## src/include/cpu_params.svh

```systemverilog
`ifndef CPU_PARAMS_SVH
`define CPU_PARAMS_SVH

// Bus widths
`define DATA_W 8
`define ADDR_W 16

// Low byte of the reset vector, high byte at the next address
`define RESET_VECTOR 16'hfffc

// Status byte bit positions
`define STATUS_N 7
`define STATUS_V 6
`define STATUS_Z 1
`define STATUS_C 0

// Reserved bits between V and Z
`define STATUS_RSVD_W 4

`endif
```

## src/hdl/cpu_pkg.sv

```systemverilog
`include "cpu_params.svh"

package cpu_pkg;

	// Decoded operation
	typedef enum logic [4:0] {
		OP_ADC, OP_SBC, OP_AND, OP_ORA, OP_EOR,
		OP_LDA, OP_LDX, OP_LDY,
		OP_STA, OP_STX, OP_STY,
		OP_ASL, OP_LSR, OP_ROL, OP_ROR,
		OP_INX, OP_INY, OP_DEX, OP_DEY,
		OP_JMP, OP_NOP
	} opcode_e;

	typedef enum logic [1:0] {
		MODE_IMP,
		MODE_IMM,
		MODE_ABS
	} addr_mode_e;

	// TXA and TXB pass one operand straight through
	typedef enum logic [3:0] {
		ALU_TXA, ALU_TXB,
		ALU_ADD, ALU_SUB,
		ALU_AND, ALU_ORA, ALU_EOR,
		ALU_ASL, ALU_LSR, ALU_ROL, ALU_ROR
	} alu_func_e;

	typedef enum logic [1:0] {
		A_SRC_BUS,
		A_SRC_ACC,
		A_SRC_X,
		A_SRC_Y
	} a_src_e;

	typedef enum logic {
		B_SRC_BUS,
		B_SRC_ONE
	} b_src_e;

	typedef enum logic [2:0] {
		DST_NONE,
		DST_ACC,
		DST_X,
		DST_Y,
		DST_ADL,
		DST_ADH,
		DST_BUS
	} dst_e;

	// Field order follows the STATUS_* bit positions
	typedef union packed {
		logic [`DATA_W-1:0] raw;
		struct packed {
			logic n;
			logic v;
			logic [`STATUS_RSVD_W-1:0] rsvd;
			logic z;
			logic c;
		} flags;
	} status_u;

endpackage

```

## src/hdl/cpu_core.sv

```systemverilog
`timescale 1ns/1ps
`include "cpu_params.svh"

module cpu_core (
	input  logic                sys_clk_i,
	input  logic                rst_n_i,
	input  logic [`DATA_W-1:0]  bus_rdata_i,
	output logic [`ADDR_W-1:0]  bus_addr_o,
	output logic [`DATA_W-1:0]  bus_wdata_o,
	output logic                bus_we_o
);

	import cpu_pkg::*;

	opcode_e            opcode;
	addr_mode_e         mode;
	logic               pc_addr_oe, pc_inc, pc_load, ir_we;
	a_src_e             a_src;
	b_src_e             b_src;
	dst_e               dst;
	alu_func_e          alu_func;
	logic [`DATA_W-1:0] p_mask;
	logic [`DATA_W-1:0] ir, alu_a, alu_b, alu_result;
	status_u            status, alu_status;

	instr_decoder u_decoder (
		.ir_i     (ir),
		.opcode_o (opcode),
		.mode_o   (mode)
	);

	sequencer u_sequencer (
		.sys_clk_i    (sys_clk_i),
		.rst_n_i      (rst_n_i),
		.opcode_i     (opcode),
		.mode_i       (mode),
		.pc_addr_oe_o (pc_addr_oe),
		.pc_inc_o     (pc_inc),
		.pc_load_o    (pc_load),
		.ir_we_o      (ir_we),
		.bus_we_o     (bus_we_o),
		.a_src_o      (a_src),
		.b_src_o      (b_src),
		.dst_o        (dst),
		.alu_func_o   (alu_func),
		.p_mask_o     (p_mask)
	);

	alu u_alu (
		.func_i   (alu_func),
		.a_i      (alu_a),
		.b_i      (alu_b),
		.status_i (status),
		.result_o (alu_result),
		.status_o (alu_status)
	);

	datapath u_datapath (
		.sys_clk_i    (sys_clk_i),
		.rst_n_i      (rst_n_i),
		.bus_rdata_i  (bus_rdata_i),
		.pc_addr_oe_i (pc_addr_oe),
		.pc_inc_i     (pc_inc),
		.pc_load_i    (pc_load),
		.ir_we_i      (ir_we),
		.a_src_i      (a_src),
		.b_src_i      (b_src),
		.dst_i        (dst),
		.alu_func_i   (alu_func),
		.p_mask_i     (p_mask),
		.alu_result_i (alu_result),
		.alu_status_i (alu_status),
		.alu_a_o      (alu_a),
		.alu_b_o      (alu_b),
		.ir_o         (ir),
		.status_o     (status),
		.bus_addr_o   (bus_addr_o),
		.bus_wdata_o  (bus_wdata_o)
	);

endmodule

```

## src/hdl/datapath.sv

```systemverilog
`timescale 1ns/1ps
`include "cpu_params.svh"

module datapath (
	input  logic                 sys_clk_i,
	input  logic                 rst_n_i,
	input  logic [`DATA_W-1:0]   bus_rdata_i,
	input  logic                 pc_addr_oe_i,
	input  logic                 pc_inc_i,
	input  logic                 pc_load_i,
	input  logic                 ir_we_i,
	input  cpu_pkg::a_src_e      a_src_i,
	input  cpu_pkg::b_src_e      b_src_i,
	input  cpu_pkg::dst_e        dst_i,
	input  cpu_pkg::alu_func_e   alu_func_i,
	input  logic [`DATA_W-1:0]   p_mask_i,
	input  logic [`DATA_W-1:0]   alu_result_i,
	input  cpu_pkg::status_u     alu_status_i,
	output logic [`DATA_W-1:0]   alu_a_o,
	output logic [`DATA_W-1:0]   alu_b_o,
	output logic [`DATA_W-1:0]   ir_o,
	output cpu_pkg::status_u     status_o,
	output logic [`ADDR_W-1:0]   bus_addr_o,
	output logic [`DATA_W-1:0]   bus_wdata_o
);

	import cpu_pkg::*;

	logic [`DATA_W-1:0] acc_q, x_q, y_q, ir_q, adl_q, adh_q;
	logic [`ADDR_W-1:0] pc_q;
	status_u            status_q;
	logic               we_acc, we_x, we_y, we_adl, we_adh;

	assign we_acc = (dst_i == DST_ACC);
	assign we_x   = (dst_i == DST_X);
	assign we_y   = (dst_i == DST_Y);
	assign we_adl = (dst_i == DST_ADL);
	assign we_adh = (dst_i == DST_ADH);

	always_comb begin
		case (a_src_i)
			A_SRC_ACC: alu_a_o = acc_q;
			A_SRC_X:   alu_a_o = x_q;
			A_SRC_Y:   alu_a_o = y_q;
			default:   alu_a_o = bus_rdata_i;
		endcase
	end

	assign alu_b_o = (b_src_i == B_SRC_ONE) ? `DATA_W'(1) : bus_rdata_i;

	// Counts step by exactly one whatever the carry flag holds
	always_comb begin
		status_o = status_q;
		if (b_src_i == B_SRC_ONE)
			status_o.flags.c = (alu_func_i == ALU_SUB);
	end

	always_ff @(posedge sys_clk_i) begin
		if (we_acc) acc_q <= alu_result_i;
		if (we_x)   x_q   <= alu_result_i;
		if (we_y)   y_q   <= alu_result_i;
		if (we_adl) adl_q <= alu_result_i;
		if (we_adh) adh_q <= alu_result_i;
		if (ir_we_i) ir_q <= bus_rdata_i;
	end

	// High byte comes straight from the bus in the same cycle it is latched
	always_ff @(posedge sys_clk_i or negedge rst_n_i) begin
		if (!rst_n_i) begin
			pc_q <= `RESET_VECTOR;
			status_q.raw <= '0;
		end else begin
			if (pc_load_i)
				pc_q <= {alu_result_i, adl_q};
			else if (pc_inc_i)
				pc_q <= pc_q + 1'b1;
			status_q.raw <= (status_q.raw & ~p_mask_i) | (alu_status_i.raw & p_mask_i);
		end
	end

	assign ir_o        = ir_q;
	assign bus_addr_o  = pc_addr_oe_i ? pc_q : {adh_q, adl_q};
	assign bus_wdata_o = alu_result_i;

	a_one_dst: assert property (@(posedge sys_clk_i) disable iff (!rst_n_i)
		$onehot0({we_acc, we_x, we_y, we_adl, we_adh, ir_we_i}))
		else $error("more than one register written in one cycle");

endmodule

```

## src/hdl/alu.sv

```systemverilog
`timescale 1ns/1ps
`include "cpu_params.svh"

module alu (
	input  cpu_pkg::alu_func_e  func_i,
	input  logic [`DATA_W-1:0]  a_i,
	input  logic [`DATA_W-1:0]  b_i,
	input  cpu_pkg::status_u    status_i,
	output logic [`DATA_W-1:0]  result_o,
	output cpu_pkg::status_u    status_o
);

	import cpu_pkg::*;

	localparam int MSB = `DATA_W - 1;

	logic [`DATA_W:0] sum_add;
	logic [`DATA_W:0] sum_sub;

	// Subtract as A + ~B + C, carry set means no borrow
	assign sum_add = {1'b0, a_i} + {1'b0, b_i} + {{`DATA_W{1'b0}}, status_i.flags.c};
	assign sum_sub = {1'b0, a_i} + {1'b0, ~b_i} + {{`DATA_W{1'b0}}, status_i.flags.c};

	always_comb begin
		status_o = status_i;
		result_o = b_i;
		case (func_i)
			ALU_TXA: result_o = a_i;
			ALU_TXB: result_o = b_i;
			ALU_ADD: begin
				result_o = sum_add[MSB:0];
				status_o.flags.c = sum_add[`DATA_W];
				status_o.flags.v = (a_i[MSB] == b_i[MSB]) && (sum_add[MSB] != a_i[MSB]);
			end
			ALU_SUB: begin
				result_o = sum_sub[MSB:0];
				status_o.flags.c = sum_sub[`DATA_W];
				status_o.flags.v = (a_i[MSB] != b_i[MSB]) && (sum_sub[MSB] != a_i[MSB]);
			end
			ALU_AND: result_o = a_i & b_i;
			ALU_ORA: result_o = a_i | b_i;
			ALU_EOR: result_o = a_i ^ b_i;
			ALU_ASL: begin
				result_o = {a_i[MSB-1:0], 1'b0};
				status_o.flags.c = a_i[MSB];
			end
			ALU_LSR: begin
				result_o = {1'b0, a_i[MSB:1]};
				status_o.flags.c = a_i[0];
			end
			// Rotates go through the carry
			ALU_ROL: begin
				result_o = {a_i[MSB-1:0], status_i.flags.c};
				status_o.flags.c = a_i[MSB];
			end
			ALU_ROR: begin
				result_o = {status_i.flags.c, a_i[MSB:1]};
				status_o.flags.c = a_i[0];
			end
			default: result_o = b_i;
		endcase
		status_o.flags.n = result_o[MSB];
		status_o.flags.z = (result_o == '0);
	end

endmodule

```

## src/hdl/sequencer.sv

```systemverilog
`timescale 1ns/1ps
`include "cpu_params.svh"

module sequencer (
	input  logic                 sys_clk_i,
	input  logic                 rst_n_i,
	input  cpu_pkg::opcode_e     opcode_i,
	input  cpu_pkg::addr_mode_e  mode_i,
	output logic                 pc_addr_oe_o,
	output logic                 pc_inc_o,
	output logic                 pc_load_o,
	output logic                 ir_we_o,
	output logic                 bus_we_o,
	output cpu_pkg::a_src_e      a_src_o,
	output cpu_pkg::b_src_e      b_src_o,
	output cpu_pkg::dst_e        dst_o,
	output cpu_pkg::alu_func_e   alu_func_o,
	output logic [`DATA_W-1:0]   p_mask_o
);

	import cpu_pkg::*;

	typedef enum logic [2:0] {
		FETCH, DECODE, READ_H, ABSOLUTE, JUMP_L, JUMP_H
	} state_e;

	state_e state;
	state_e state_next;
	logic   execute;

	always_ff @(posedge sys_clk_i or negedge rst_n_i) begin
		if (!rst_n_i)
			state <= JUMP_L;
		else
			state <= state_next;
	end

	always_comb begin
		pc_addr_oe_o = 1'b0;
		pc_inc_o     = 1'b0;
		pc_load_o    = 1'b0;
		ir_we_o      = 1'b0;
		bus_we_o     = 1'b0;
		a_src_o      = A_SRC_BUS;
		b_src_o      = B_SRC_BUS;
		dst_o        = DST_NONE;
		alu_func_o   = ALU_TXB;
		p_mask_o     = '0;
		execute      = 1'b0;
		state_next   = state;

		case (state)
			FETCH: begin
				pc_addr_oe_o = 1'b1;
				pc_inc_o = 1'b1;
				ir_we_o = 1'b1;
				state_next = DECODE;
			end
			DECODE: begin
				pc_addr_oe_o = 1'b1;
				pc_inc_o = 1'b1;
				state_next = FETCH;
				case (mode_i)
					// Next opcode is already on the bus so PC holds
					MODE_IMP: begin
						pc_inc_o = 1'b0;
						execute = 1'b1;
					end
					MODE_IMM: execute = 1'b1;
					MODE_ABS: begin
						dst_o = DST_ADL;
						state_next = READ_H;
					end
					default: ;
				endcase
			end
			READ_H: begin
				pc_addr_oe_o = 1'b1;
				dst_o = DST_ADH;
				if (opcode_i == OP_JMP) begin
					pc_load_o = 1'b1;
					state_next = FETCH;
				end else begin
					pc_inc_o = 1'b1;
					state_next = ABSOLUTE;
				end
			end
			// Address latch drives the bus here
			ABSOLUTE: begin
				execute = 1'b1;
				state_next = FETCH;
			end
			JUMP_L: begin
				pc_addr_oe_o = 1'b1;
				pc_inc_o = 1'b1;
				dst_o = DST_ADL;
				state_next = JUMP_H;
			end
			JUMP_H: begin
				pc_addr_oe_o = 1'b1;
				pc_load_o = 1'b1;
				dst_o = DST_ADH;
				state_next = FETCH;
			end
			default: state_next = JUMP_L;
		endcase

		if (execute) begin
			// Operands and destination
			case (opcode_i)
				OP_ADC, OP_SBC, OP_AND, OP_ORA, OP_EOR,
				OP_ASL, OP_LSR, OP_ROL, OP_ROR: begin
					a_src_o = A_SRC_ACC;
					dst_o = DST_ACC;
				end
				OP_LDA: dst_o = DST_ACC;
				OP_LDX: dst_o = DST_X;
				OP_LDY: dst_o = DST_Y;
				OP_STA: a_src_o = A_SRC_ACC;
				OP_STX: a_src_o = A_SRC_X;
				OP_STY: a_src_o = A_SRC_Y;
				OP_INX, OP_DEX: begin
					a_src_o = A_SRC_X;
					b_src_o = B_SRC_ONE;
					dst_o = DST_X;
				end
				OP_INY, OP_DEY: begin
					a_src_o = A_SRC_Y;
					b_src_o = B_SRC_ONE;
					dst_o = DST_Y;
				end
				default: ;
			endcase

			// Function; loads keep the TXB default
			case (opcode_i)
				OP_ADC, OP_INX, OP_INY: alu_func_o = ALU_ADD;
				OP_SBC, OP_DEX, OP_DEY: alu_func_o = ALU_SUB;
				OP_AND: alu_func_o = ALU_AND;
				OP_ORA: alu_func_o = ALU_ORA;
				OP_EOR: alu_func_o = ALU_EOR;
				OP_ASL: alu_func_o = ALU_ASL;
				OP_LSR: alu_func_o = ALU_LSR;
				OP_ROL: alu_func_o = ALU_ROL;
				OP_ROR: alu_func_o = ALU_ROR;
				OP_STA, OP_STX, OP_STY: begin
					alu_func_o = ALU_TXA;
					dst_o = DST_BUS;
					bus_we_o = 1'b1;
				end
				default: ;
			endcase

			if (!(opcode_i inside {OP_STA, OP_STX, OP_STY, OP_JMP, OP_NOP})) begin
				p_mask_o[`STATUS_N] = 1'b1;
				p_mask_o[`STATUS_Z] = 1'b1;
			end
			if (opcode_i inside {OP_ADC, OP_SBC, OP_ASL, OP_LSR, OP_ROL, OP_ROR})
				p_mask_o[`STATUS_C] = 1'b1;
			if (opcode_i inside {OP_ADC, OP_SBC})
				p_mask_o[`STATUS_V] = 1'b1;
		end

		// No register is written while reset is held
		if (!rst_n_i) begin
			pc_inc_o = 1'b0;
			dst_o    = DST_NONE;
		end
	end

	// Stores only go out through the address latch
	a_we_off_pc: assert property (@(posedge sys_clk_i) disable iff (!rst_n_i)
		!(bus_we_o && pc_addr_oe_o))
		else $error("bus write while PC drives the address");

	a_pc_one_op: assert property (@(posedge sys_clk_i) disable iff (!rst_n_i)
		!(pc_load_o && pc_inc_o))
		else $error("PC load and increment in the same cycle");

endmodule

```

## src/hdl/instr_decoder.sv

```systemverilog
`timescale 1ns/1ps
`include "cpu_params.svh"

module instr_decoder (
	input  logic [`DATA_W-1:0]  ir_i,
	output cpu_pkg::opcode_e    opcode_o,
	output cpu_pkg::addr_mode_e mode_o
);

	import cpu_pkg::*;

	always_comb begin
		case (ir_i)
			8'h69, 8'h6d: opcode_o = OP_ADC;
			8'he9, 8'hed: opcode_o = OP_SBC;
			8'h29, 8'h2d: opcode_o = OP_AND;
			8'h09, 8'h0d: opcode_o = OP_ORA;
			8'h49, 8'h4d: opcode_o = OP_EOR;
			8'ha9, 8'had: opcode_o = OP_LDA;
			8'ha2, 8'hae: opcode_o = OP_LDX;
			8'ha0, 8'hac: opcode_o = OP_LDY;
			8'h8d:        opcode_o = OP_STA;
			8'h8e:        opcode_o = OP_STX;
			8'h8c:        opcode_o = OP_STY;
			8'h0a:        opcode_o = OP_ASL;
			8'h4a:        opcode_o = OP_LSR;
			8'h2a:        opcode_o = OP_ROL;
			8'h6a:        opcode_o = OP_ROR;
			8'he8:        opcode_o = OP_INX;
			8'hc8:        opcode_o = OP_INY;
			8'hca:        opcode_o = OP_DEX;
			8'h88:        opcode_o = OP_DEY;
			8'h4c:        opcode_o = OP_JMP;
			default:      opcode_o = OP_NOP;
		endcase
	end

	// All supported absolute encodings have bits 3:2 set
	always_comb begin
		if (opcode_o == OP_NOP)
			mode_o = MODE_IMP;
		else if (ir_i[3:2] == 2'b11)
			mode_o = MODE_ABS;
		else if (opcode_o inside {OP_ASL, OP_LSR, OP_ROL, OP_ROR,
				OP_INX, OP_INY, OP_DEX, OP_DEY})
			mode_o = MODE_IMP;
		else
			mode_o = MODE_IMM;
	end

endmodule

```

## config.mk

```make
export PLATFORM = sky130hd
export DESIGN_NAME = cpu_core
export DESIGN_NICKNAME = d
export VERILOG_FILES = /design/src/hdl/cpu_pkg.sv /design/src/hdl/cpu_core.sv /design/src/hdl/datapath.sv /design/src/hdl/alu.sv /design/src/hdl/sequencer.sv /design/src/hdl/instr_decoder.sv
export VERILOG_INCLUDE_DIRS = /design/src /design/src/include
export SDC_FILE = /design/constraint.sdc
export NUM_CORES = 1
export LEC_CHECK = 0
export CORE_MARGIN = 2
export CORE_UTILIZATION = 25
export CTS_CLUSTER_SIZE = 30
export DETAILED_ROUTE_END_ITERATION = 7
export DONT_BUFFER_PORTS = 1
export PLACE_DENSITY = 0.5
export SYNTH_ARGS = -nofsm -noshare
export SYNTH_HDL_FRONTEND = slang
export SYNTH_SLANG_ARGS = --single-unit
```

## constraint.sdc

```tcl
create_clock -name sys_clk_i -period 4.95 [get_ports sys_clk_i]
set_input_delay 0.2475 -clock sys_clk_i [delete_from_list [all_inputs] [get_ports sys_clk_i]]
set_output_delay 0.2475 -clock sys_clk_i [all_outputs]
set_load 0.005 [all_outputs]
```

==> results by group <==
Status
  • Outcome: finished, violations left
  • Violated checks: setup timing

STA
  • RSZ-0062 raised after global routing: yes
  • Slew of the pin with the lowest slew margin: between 1000 and 1500 ps
  • Top achievable clock speed: 0.194 GHz
  • Final period demand of the worst path: 5170 ps
  • Fin Hold WS: 21.5 ps
  • Final clock skew: ~8.6 ps
  • Share of the clock period used by the worst path after layout: 1.04
  • Finish-stage setup viols: 5
  • Final Hold Fails: 0
  • Worst setup slack after layout: -217 ps
  • Max Slew Vio Count: 0
  • Slew Limit Headroom: 0.220

Drt
  • Number of DRC violations after detailed routing: 0
  • Initial DRC count: a little under 400
  • Count of vias placed by the detailed router: 5,403
  • Via density per instance: 5.38
  • Final wirelength: 21,200 µm
  • Number of detailed-routing iterations run before antenna repair: 5
  • Average wire per cell in the routed design: 21.1 µm
  • Antenna Nets Post-Route: 0

Final layout
  • Most common cell after layout, fill and taps aside: sky130_fd_sc_hd__buf_4
  • Count of placed standard cells in the final layout, fillers left out: 1,004
  • Proportion of layout cells with a drive suffix above 1: 0.359
  • Filler instances: 2,325
  • Most frequent cells in the layout: sky130_fd_sc_hd__buf_4, sky130_fd_sc_hd__edfxtp_1, sky130_fd_sc_hd__nor2_1
  • Non-Filler Cell Area, Final: 0.00761 mm²
  • Final cell utilization of the core: 0.337
  • Nets: 753
  • Antenna diode instance count: 0
  • Synth-to-layout area growth: 32.9%

Pwr
  • Fraction of power consumed by sequential logic: 0.366
  • Peak supply drop: 0.161 mV
  • Power per unit of standard cell area: 278 mW/mm²
  • Switching power: 0.000722 W
  • Part of the total power dissipated in combinational logic: 0.344
  • Switching fraction of total power: 0.341
  • Portion of total power attributed to the clock network: 0.290
  • Total internal power: 0.00140 W
  • Leak: 2.86 nW

Global route
  • Met3 track demand over resource in global routing: 0.0337
  • Global Route Usage Sum: 0.172
  • Number of antenna violations at the first check in global routing: 0
  • Via count of the first global-routing pass: 5,354
  • Global-route wire length before repair: 32,000 µm
  • Met1 track demand over resource: 0.236
  • Maximum number of pins on one net before global-route repair: 30
  • GRT met2 Usage: 0.277
  • Global-route layer with the greatest usage: met2
  • Global-route congestion overflow total: 0

Floorplanning
  • Die height: about 160 µm
  • Area of the core: about 0.023 mm²
  • Die width: about 160 µm
  • Rows: 55
  • Number of top-level pins: 35
  • Area of the die: about 0.024 mm²
  • Initial cell density of the core: 0.254

CTS
  • Number of H-tree branching levels: 3
  • Clock edge transition at the registers on the reported setup and hold paths: 60 ps
  • Insertion delay of the later-clocked pin in the worst-skew pair: 330 ps
  • Clock tree from TritonCTS: yes
  • Number of clock buffers inserted by TritonCTS: 9
  • CTS Buffer Depth: 2
  • Cell at the root of the clock tree: sky130_fd_sc_hd__clkbuf_16
  • Total number of clock tree sinks: 68

Critical path
  • Setup slack of the most critical reg-to-reg path: 110 ps
  • Critical R2R Launch: u_datapath.ir_o[4]
  • Destination of the worst register-to-register timing path: u_datapath.y_q[6]
  • Startpoint type of the worst setup path: flip-flop
  • Worst endpoint required time: 4700 ps
  • Worst Path Arrival: 4920 ps
  • Depth of the worst register-to-register path: 20
  • Critical path capture point: bus_wdata_o[6]
  • Max FO, Critical Path: 6
  • Category of the critical setup timing path: reg -> out
  • Source of the critical timing path: u_datapath.ir_o[4]
  • Critical Path End Type: primary output

Place
  • Global placement routability congestion: between 0.9 and 1
  • Cell area after placement: 0.00667 mm²
  • Final HPWL DP: roughly 16,000 µm
  • Number of port buffers: 0
  • Setup WS pre-CTS: -71.2 ps
  • Instance count after placement with tap cells included: 956

Yosys
  • Largest family of logic cells by synthesized area: compound AO/OA/AOI/OAI gates
  • Portion of netlist area occupied by mux cells: 0.0494
  • Seq/Total Area, Yosys: 0.342
  • Syn Std Cell Area: 0.00573 mm²
  • Xor/xnor cell area share of the yosys netlist: 0.0306
  • Post-synthesis share of cell area spent on and, or, nand and nor gates: 0.216
  • Post-synthesis cell type with the largest combined area: sky130_fd_sc_hd__edfxtp_1
  • Adder-cell share of the synthesized area: 0.0686
  • Synth cell types: 88
  • Syn_nets: 647
  • Most used flip-flop cell after synthesis: sky130_fd_sc_hd__edfxtp_1
  • Fraction of the mapped netlist area in compound gates: 0.242
  • Number of instances in the synthesized netlist: 608
  • Top post-synthesis cells by area: sky130_fd_sc_hd__edfxtp_1, sky130_fd_sc_hd__dfstp_2, sky130_fd_sc_hd__ha_1
  • Yosys reg bits: 68
  • Area share of the largest cell type after synthesis: 0.252
  • Yosys warns: 0
  • Count of flip-flops with a built-in enable after synthesis: 48
  • Post-Syn Area per Cell: 9.42 µm²
  • Async set-or-reset flop fraction in the synthesized netlist: 0.294

Job
  • MaxCap Viol Count: 0

Min path
  • Class of the most critical hold timing path: in -> reg
-- layer usage --
metal | wire length (µm) | vias up | share of wire
met2 | 9900 | 173 | 0.47
met3 | 1260 | 24 | 0.060
met1 | 9670 | 2656 | 0.46
li1 | - | 2550 | -
met4 | 373 | 0 | 0.018
met5 | 0 | - | 0
-- cell type report --
cell class,count,area [µm²],area share
clock inverter,7,58.8,0.00773
clock buffer,9,225,0.0296
timing repair buffer,133,1050,0.138
sequential,68,1960,0.258
multi-input combinational,474,3850,0.506
tap,285,357,0.0468
inverter,28,105,0.0138
-- Yosys cell counts, types with 9 or more instances --
library cell and instances:
sky130_fd_sc_hd__a211oi_1 9, sky130_fd_sc_hd__a21oi_1 26, sky130_fd_sc_hd__a31oi_1 11, sky130_fd_sc_hd__and2_1 12, sky130_fd_sc_hd__and3_1 12, sky130_fd_sc_hd__buf_2 14
sky130_fd_sc_hd__clkbuf_1 17, sky130_fd_sc_hd__dfstp_2 15, sky130_fd_sc_hd__edfxtp_1 48, sky130_fd_sc_hd__ha_1 25, sky130_fd_sc_hd__inv_1 28, sky130_fd_sc_hd__mux2_2 18
sky130_fd_sc_hd__nand2_1 33, sky130_fd_sc_hd__nand3_1 17, sky130_fd_sc_hd__nand4_1 9, sky130_fd_sc_hd__nor2_1 49, sky130_fd_sc_hd__nor3_1 21, sky130_fd_sc_hd__o211ai_1 9
sky130_fd_sc_hd__o21ai_0 23, sky130_fd_sc_hd__o22ai_1 11, sky130_fd_sc_hd__xor2_1 16
-- state kept, by name, summed over array words and instances (netlist names), named ones only --
signal and flops:
u_datapath.pc_q 16, u_datapath.acc_q 8, u_datapath.adh_q 8, u_datapath.adl_q 8, u_datapath.ir_o 8, u_datapath.x_q 8
u_datapath.y_q 8, u_sequencer.state 3
-- worst min-delay path by stage --
| stage | startpoint | endpoint | slack [ps] | depth (start not counted) |
|---|---|---|---|---|
| 2_1_floorplan | rst_n_i | async pin | -50 | 0 |
| 4_1_cts | bus_rdata_i[3] | u_datapath.ir_o[3] | 0.3 | 0 |
| 6_report | bus_rdata_i[5] | u_datapath.ir_o[5] | 20 | 0 |
| 3_3_place_gp | rst_n_i | u_sequencer.state[1] | -50 | 0 |
| 3_5_place_dp | rst_n_i | u_sequencer.state[1] | -50 | 0 |
| 5_1_grt | bus_rdata_i[5] | u_datapath.ir_o[5] | 2 | 0 |
-- critical path, stage by stage (launching register included) --
cell                        delay, ps
sky130_fd_sc_hd__edfxtp_1         520
sky130_fd_sc_hd__buf_6            180
sky130_fd_sc_hd__nor4b_4          290
sky130_fd_sc_hd__o2bb2a_4         200
sky130_fd_sc_hd__o211a_4          230
sky130_fd_sc_hd__o31a_1           280
sky130_fd_sc_hd__o21a_1           230
sky130_fd_sc_hd__buf_6            150
sky130_fd_sc_hd__mux2_4           300
sky130_fd_sc_hd__o22a_1           200
sky130_fd_sc_hd__o22a_1           240
sky130_fd_sc_hd__ha_4             290
sky130_fd_sc_hd__o21bai_4         190
sky130_fd_sc_hd__a21oi_2          140
sky130_fd_sc_hd__o21bai_1         100
sky130_fd_sc_hd__buf_4            150
sky130_fd_sc_hd__and4_1           190
sky130_fd_sc_hd__a311o_1          300
sky130_fd_sc_hd__a2bb2oi_2        150
sky130_fd_sc_hd__a31oi_1           90
sky130_fd_sc_hd__buf_4            180
-- timing repair --
item	CTS	global route
endpoints found under the setup margin	20	31
buffers inserted	18	6
pin swaps	35	32
hold buffers	3	5
endpoints found under the hold margin	22	5
resized for setup	48	38
-- power by group through the flow --
stage          sequential, W  combinational, W  clock (W)
2_1_floorplan       0.000763          0.000427          0
3_3_place_gp        0.000787          0.000608          0
3_5_place_dp        0.000788          0.000605          0
4_1_cts             0.000775          0.000679   0.000627
5_1_grt             0.000784          0.000792   0.000651
6_report            0.000776          0.000729   0.000614
-- logic make-up (layout without fill, tap and decap cells) --
family / after synthesis / in the layout
AOI/OAI and AO/OA: 182 / 182
and+or+nand+nor: 217 / 217
buffers and inverters: 66 / 177
xor gates and xnor gates: 20 / 20
muxes: 26 / 26
adders and majority gates: 29 / 29
DFF: 68 / 68
-- per-stage QoR --
step	total power [W]	setup TNS, ps
floorplan	0.00119	0
global placement	0.00140	-740
detailed placement	0.00139	-631
CTS	0.00208	-423
global route	0.00223	-2070
finish	0.00212	-674
(Power assumes the default switching activity.)
